## src/hw/timerPkg.sv

```systemverilog
// Shared command, cell request and response types for the timer bank
package timerPkg;

    // Number of timer cells in the bank
    localparam int timerCount = 8;

    // Command word as seen on the I/O port, high bit first
    typedef struct packed {
        logic        op;
        logic [2:0]  timerSel;
        logic        prescale;
        logic [26:0] waitTime;
    } timerCmd_t;

    // Decoded operation, store ops first then loads
    typedef enum logic [1:0] {
        opClear,
        opSet,
        opCheck,
        opWait
    } timerOp_t;

    // One request broadcast to the cells
    typedef struct packed {
        timerOp_t    op;
        logic [31:0] deadline;
        logic [3:0]  destReg;
    } cellReq_t;

    // Load response on a cell's output channel
    typedef struct packed {
        logic [31:0] data;
        logic [3:0]  destReg;
    } timerResp_t;

endpackage
```

## src/hw/fbiTimers.sv

```systemverilog
// Bank of eight programmable cycle timers behind a narrow I/O command port
`timescale 1ns/1ns

module fbiTimers #(
    parameter int dataWidth = 16
) (
    input  logic                                             clk,
    input  logic                                             rstN,
    input  logic                                             clkEn,

    input  logic                                             ioAck,
    output logic                                             ioReq,
    input  logic [3:0]                                       minorOpcode,
    input  logic [dataWidth-1:0]                             dataAddr,
    input  logic [dataWidth-1:0]                             data,

    output logic [timerPkg::timerCount-1:0]                  timerAck,
    input  logic [timerPkg::timerCount-1:0]                  timerReq,
    output timerPkg::timerResp_t [timerPkg::timerCount-1:0]  timerResp
);
    import timerPkg::*;

    logic [31:0]           counter;

    logic                  cmdValid;
    logic                  cmdReady;
    timerCmd_t             cmd;
    logic                  cmdStore;
    logic [3:0]            destReg;

    logic [31:0]           scaledWait;
    cellReq_t              cellReq;
    logic [timerCount-1:0] cellValid;
    logic [timerCount-1:0] cellReady;

    ioCommandInterface #(
        .dataWidth(dataWidth)
    ) ioCommandInterface_i (
        .clk        (clk),
        .rstN       (rstN),
        .ioAck      (ioAck),
        .ioReq      (ioReq),
        .minorOpcode(minorOpcode),
        .dataAddr   (dataAddr),
        .data       (data),
        .cmdValid   (cmdValid),
        .cmdReady   (cmdReady),
        .cmd        (cmd),
        .cmdStore   (cmdStore),
        .destReg    (destReg)
    );

    // Free running cycle counter, frozen while clkEn is low
    always_ff @(posedge clk or negedge rstN) begin
        if (!rstN) begin
            counter <= '0;
        end else if (clkEn) begin
            counter <= counter + 1'b1;
        end
    end

    // 32x prescale is a plain shift of the wait time
    assign scaledWait = cmd.prescale ? {cmd.waitTime, 5'd0} : {5'd0, cmd.waitTime};

    always_comb begin
        if (cmdStore) begin
            cellReq.op = cmd.op ? opSet : opClear;
        end else begin
            cellReq.op = cmd.op ? opWait : opCheck;
        end
        cellReq.deadline = counter + scaledWait;
        cellReq.destReg = destReg;
    end

    // Only the selected cell sees the strobe
    always_comb begin
        cellValid = '0;
        cellValid[cmd.timerSel] = cmdValid;
    end

    assign cmdReady = cellReady[cmd.timerSel];

    for (genvar i = 0; i < timerCount; i++) begin : genCell
        timerCell timerCell_i (
            .clk      (clk),
            .rstN     (rstN),
            .counter  (counter),
            .reqValid (cellValid[i]),
            .reqReady (cellReady[i]),
            .req      (cellReq),
            .timerAck (timerAck[i]),
            .timerReq (timerReq[i]),
            .timerResp(timerResp[i])
        );
    end

endmodule

```

## src/hw/timerCell.sv

```systemverilog
// Single timer with deadline, armed flag and a load response channel
`timescale 1ns/1ns

module timerCell (
    input  logic                 clk,
    input  logic                 rstN,

    input  logic [31:0]          counter,

    input  logic                 reqValid,
    output logic                 reqReady,
    input  timerPkg::cellReq_t   req,

    output logic                 timerAck,
    input  logic                 timerReq,
    output timerPkg::timerResp_t timerResp
);
    import timerPkg::*;

    typedef enum logic [1:0] {
        stIdle,
        stWait,
        stResp
    } cellState_t;

    cellState_t  state;
    logic        armed;
    logic [31:0] deadline;
    logic [31:0] elapsed;
    logic        pending;
    logic        accept;
    logic        waitDone;
    logic        respBit;
    logic [3:0]  respDest;

    // Wrap-safe test, deadline passed once counter - deadline is not negative
    assign elapsed = counter - deadline;
    assign pending = armed && elapsed[31];

    // One load outstanding at most
    assign reqReady = (state == stIdle);
    assign accept = reqValid && reqReady;

    // Wait answers on the first cycle the timer is no longer pending
    assign waitDone = (state == stWait) && !pending;
    assign timerAck = (state == stResp) || waitDone;

    assign timerResp.data = {31'd0, respBit};
    assign timerResp.destReg = respDest;

    always_ff @(posedge clk or negedge rstN) begin
        if (!rstN) begin
            state <= stIdle;
            armed <= 1'b0;
        end else begin
            case (state)
                stIdle: begin
                    if (accept) begin
                        unique case (req.op)
                            opClear: begin
                                armed <= 1'b0;
                            end
                            opSet: begin
                                armed <= 1'b1;
                            end
                            opCheck: begin
                                state <= stResp;
                            end
                            opWait: begin
                                state <= stWait;
                            end
                        endcase
                    end
                end
                stWait: begin
                    // Park in stResp so ack stays up until taken
                    if (waitDone) begin
                        state <= timerReq ? stIdle : stResp;
                    end
                end
                stResp: begin
                    if (timerReq) begin
                        state <= stIdle;
                    end
                end
                default: begin
                    state <= stIdle;
                end
            endcase
        end
    end

    // Deadline and response payload
    always_ff @(posedge clk) begin
        if (accept) begin
            if (req.op == opSet) begin
                deadline <= req.deadline;
            end
            // Check reports pending, Wait always answers 0
            respBit <= (req.op == opCheck) && pending;
            respDest <= req.destReg;
        end
    end

endmodule

```

## src/hw/ioCommandInterface.sv

```systemverilog
// Collects narrow I/O beats into a 32-bit timer command and holds it for the cells
`timescale 1ns/1ns

module ioCommandInterface #(
    parameter int dataWidth = 16
) (
    input  logic                 clk,
    input  logic                 rstN,

    input  logic                 ioAck,
    output logic                 ioReq,
    input  logic [3:0]           minorOpcode,
    input  logic [dataWidth-1:0] dataAddr,
    input  logic [dataWidth-1:0] data,

    output logic                 cmdValid,
    input  logic                 cmdReady,
    output timerPkg::timerCmd_t  cmd,
    output logic                 cmdStore,
    output logic [3:0]           destReg
);
    import timerPkg::*;

    localparam int beatCount = 32 / dataWidth;
    localparam int cntWidth = $clog2(beatCount + 1);
    localparam logic [cntWidth-1:0] lastBeat = cntWidth'(beatCount - 1);

    logic [cntWidth-1:0]   beatCnt;
    logic                  full;
    logic                  beatXfer;
    logic                  firstBeat;
    logic                  cmdTaken;
    logic [31:0]           asmWord;
    logic [dataWidth+31:0] shiftWide;

    assign beatXfer = ioAck && ioReq;
    assign cmdTaken = cmdValid && cmdReady;
    assign firstBeat = (beatCnt == '0);

    // Newest beat lands on top, so the low half ends up in bits 15:0
    assign shiftWide = {data, asmWord};

    // Port stalls while a complete command waits for its cell
    assign ioReq = !full;
    assign cmdValid = full;
    assign cmd = timerCmd_t'(asmWord);

    always_ff @(posedge clk or negedge rstN) begin
        if (!rstN) begin
            beatCnt <= '0;
            full <= 1'b0;
        end else begin
            if (beatXfer) begin
                if (beatCnt == lastBeat) begin
                    beatCnt <= '0;
                    full <= 1'b1;
                end else begin
                    beatCnt <= beatCnt + 1'b1;
                end
            end
            if (cmdTaken) begin
                full <= 1'b0;
            end
        end
    end

    // Command payload
    always_ff @(posedge clk) begin
        if (beatXfer) begin
            asmWord <= shiftWide[dataWidth+31:dataWidth];
        end
        // Opcode and destination only come with the first beat
        if (beatXfer && firstBeat) begin
            cmdStore <= minorOpcode[2];
            destReg <= dataAddr[3:0];
        end
    end

endmodule

```

## config.mk

```make
export PLATFORM = sky130hd
export DESIGN_NAME = fbiTimers
export DESIGN_NICKNAME = d
export VERILOG_FILES = /design/src/hw/timerPkg.sv /design/src/hw/fbiTimers.sv /design/src/hw/timerCell.sv /design/src/hw/ioCommandInterface.sv
export SDC_FILE = /design/constraint.sdc
export NUM_CORES = 1
export LEC_CHECK = 0
export BUFFER_PORTS_ARGS = -buffer_cell sky130_fd_sc_hd__buf_2
export CORE_MARGIN = 2
export CORE_UTILIZATION = 50
export DETAILED_ROUTE_END_ITERATION = 10
export HOLD_SLACK_MARGIN = 0.06
export PLACE_DENSITY = 0.71
export SKIP_LAST_GASP = 1
export SLEW_MARGIN = 20
export SYNTH_ARGS = -nofsm -noshare
export SYNTH_HDL_FRONTEND = slang
export SYNTH_SLANG_ARGS = --single-unit
```

## constraint.sdc

```tcl
create_clock -name clk -period 4.1 [get_ports clk]
set_clock_uncertainty 0.1 [all_clocks]
set_input_delay 0.41 -clock clk [delete_from_list [all_inputs] [get_ports clk]]
set_output_delay 0.41 -clock clk [all_outputs]
set_load 0.05 [all_outputs]
```

==> out/metrics.cfg <==
[status]
status = finished clean

[cells_and_area]
final_core_util_pct = 57.32
area_growth_pct = 12.99
drive_gt1_share_pct = 15.65
nets = 2548
num_antenna_cells = 0
design_area_um2 = 26070

[critical_path]
cp.arrival_ps = 3550
r2r_setup_slack_ps = 260
worstPathRequired_ps = 3590
crit_path_max_fanout = 7
slowest_delay_ps = 450
startpoint_type = register
path_buf_inv = 3
path_cells = buf_4, ha_1, nand4_1, nor4_4, buf_4, and2_1, o211ai_1, a21oi_1, and3b_1, o21ai_0, buf_4
critPathSlowestCell = dfrtp_2
worstSetupPathType = register to output port
endpoint_kind = output port
worst_path_most_repeated_cell = buf_4
critical-path-top-delay-family = simple AND/OR/NAND/NOR gates

[route]
ant_nets = 0
wl_per_cell_um = 19.20
dr.pass1.iters = 6
viasPerCell = 5.262
drc = 0
drt_wl_total_mm = 54.96
drt-initial-drc-count = 1322
vias = 15060

[clocking]
clkTransAtPathRegs_ps = 60
htree_levels = 2
clk_path_buf_depth = 3
clockRootBuffer = clkbuf_16
cts_tree = done
clock_latency_ps = 580
cts_sinks = 392
cts_buffers = 43

[timing]
drv_slew = 0
rsz0062_at_grt = yes
finalCritPeriodShare_pct = 99.03
hold_ws_ps = 108.3
hold_violations = 0
period_minus_slack_ps = 4060
tightestPinTransition_ps = 948.4
timing.slew.headroom_pct = 36.32
fmax_ghz = 0.2463
setup_slack_ps = 39.93
finalSetupViolCount = 0

[synth]
ys.flop_type = edfxtp_1
synth-seq-area-share_pct = 49.75
synthArstFlopShare_pct = 15.05
ys_ff_latch = 392
synth-edff-count = 333
syn-instance-count = 1999
ys_warn_count = 0
synth.avg_cell_area_um2 = 11.54
syn_area_um2 = 23070
ys_types = 63

[power]
vdd_ir_drop_max_mv = 0.3506
power_mw = 12.31
powerDensity_nw_per_um2 = 472.4
leakagePower_nw = 12.79

[worst_hold_path]
hold_class = input port to register

[grt]
grt_max_degree = 60
grt_pass1_wl_mm = 82.45
antenna_found_initial = 1
grt_pass1_vias = 14604
grt_overflow_total = 0
grt_util_all_layers_pct = 22.94

[floorplanning]
die_area_um2 = 47870
fp.dieH_um = 218.8
die_w_um = 218.8
fp.coreArea_um2 = 45480
row_count = 78
ios = 345
initial_core_util_pct = 50.73

[place]
gp_congestion = 0.8893
dpl-instance-area_um2 = 23830
io_buffers = 81
hpwl_mm = 40.77
dp_slack_ps = 51.77

[run]
maxCapViolCount = 0

[power breakdown]
part	switching (mW)	total, mW	internal [mW]
clock	1.63	4.14	2.51
combinational	2.16	3.02	0.859
sequential	0.193	5.15	4.96
[Yosys cell counts (all sizes together), types with 3 or more instances]
cell / number / area (um^2)
edfxtp: 333 / 10000
ha: 272 / 3403
buf: 268 / 1999
inv: 253 / 949.7
a21o: 120 / 900.9
a21oi: 91 / 455.4
nor2: 85 / 319.1
o21ai: 65 / 325.3
dfrtp: 59 / 1476
nand2: 53 / 198.9
nand4: 51 / 361.6
xnor2: 49 / 429.2
nand3: 34 / 170.2
nand2b: 27 / 168.9
mux2: 25 / 281.5
nor2b: 21 / 131.4
xor2: 20 / 175.2
and3: 19 / 133.9
and2: 16 / 100.1
nor3: 13 / 80.08
a211oi: 9 / 72.57
o22ai: 9 / 56.30
or3: 9 / 56.30
o211ai: 8 / 60.06
o31ai: 8 / 60.06
a211o: 7 / 61.31
and4: 7 / 63.81
nor4: 7 / 43.79
clkbuf: 6 / 22.52
a31oi: 5 / 31.28
o211a: 5 / 50.05
o21a: 5 / 37.54
o22a: 5 / 43.79
a311oi: 4 / 35.03
o2111ai: 4 / 35.03
o2111a: 3 / 33.78
or2: 3 / 18.77
[metal layers]
layer  routed length, um  global-route usage (%)  vias to the layer above
met3                3629                   2.800                       90
li1                    -                       -                     7075
met1               23720                   31.47                     7331
met5                   0                       0                        -
met4                1374                   6.757                        0
met2               26240                   38.30                      564
[worst paths after layout]
path | from | to | cells past startpoint
max | counter[25] | timerAck[3] | 11
min | timerReq[7] | genCell[7].timerCell_i.state[1] | 3
max reg2reg | ioCommandInterface_i.cmd[27] | genCell[2].timerCell_i.deadline[30] | 13
min reg2reg | ioCommandInterface_i.beatCnt[1] | ioCommandInterface_i.cmdValid | 1
max in group asynchronous | rstN | counter[26] | 3
min in group asynchronous | rstN | counter[0] | 3
[cell families after synthesis]
kind of cell,after synthesis,synth area share [%]
flops,392,49.75
simple gates,351,8.260
other cells,1,0.01626
xor+xnor,69,2.620
buf+inv,527,12.88
compound gates,360,10.32
mux,26,1.318
fa+ha+maj,273,14.84
[registers in the layout (all words and copies together), names as in the netlist]
signal                         count
genCell.timerCell_i.respBit        8
ioCommandInterface_i.cmdStore      1
genCell.timerCell_i.respDest      32
genCell.timerCell_i.armed          8
ioCommandInterface_i.cmd          32
genCell.timerCell_i.state         16
ioCommandInterface_i.destReg       4
ioCommandInterface_i.cmdValid      1
genCell.timerCell_i.deadline     256
ioCommandInterface_i.beatCnt       2
counter                           32
[metrics by stage]
stage | setup TNS, ps | std cells
after CTS | -33.63 | 2847
after global routing | -272.4 | 2862
after global placement | 0 | 2734
after detailed placement | 0 | 2734
after floorplan | 0 | 2246
final | 0 | 2862
[cell usage in the layout, fill, tap and decap left out, drive strengths merged, types with 7 or more instances in the layout]
cell / Yosys / final
edfxtp: 333 / 333
nand2b: 27 / 27
o22ai: 9 / 9
buf: 268 / 180
or3: 9 / 9
nor2b: 21 / 21
dlygate4sd3: 0 / 29
mux2: 25 / 25
xor2: 20 / 20
dfrtp: 59 / 59
clkbuf: 6 / 58
o211ai: 8 / 8
nand3: 34 / 34
inv: 253 / 257
a21o: 120 / 120
and2: 16 / 16
nor4: 7 / 7
o31ai: 8 / 8
conb: 1 / 248
bufinv: 0 / 7
nor2: 85 / 85
clkinv: 0 / 8
nand4: 51 / 51
a211oi: 9 / 9
a21oi: 91 / 91
nand2: 53 / 53
ha: 272 / 272
and4: 7 / 7
a211o: 7 / 7
o21ai: 65 / 65
xnor2: 49 / 49
and3: 19 / 19
nor3: 13 / 13
[cell type report]
| class | count | area, um^2 |
|---|---|---|
| Fill cell | 3671 | 19410 |
| Inverter | 253 | 949.7 |
| Clock buffer | 57 | 1199 |
| Clock inverter | 23 | 322.8 |
| Sequential cell | 392 | 11490 |
| Timing Repair Buffer | 210 | 1504 |
| Tap cell | 600 | 750.7 |
| Multi-Input combinational cell | 1327 | 9849 |
[tightest hold or removal path: stages]
cell and delay (ps):
buf_2 110, nor2_1 50, a21o_1 160
[repair_timing]
action / 4_1_cts / 5_1_grt
hold endpoints to repair: 88 / 0
setup endpoints to repair: 8 / 40
pin swaps: 7 / 15
buffers inserted: 4 / 15
hold buffers: 29 / 0
resized for setup: 44 / 28
(Power assumes the default switching activity.)
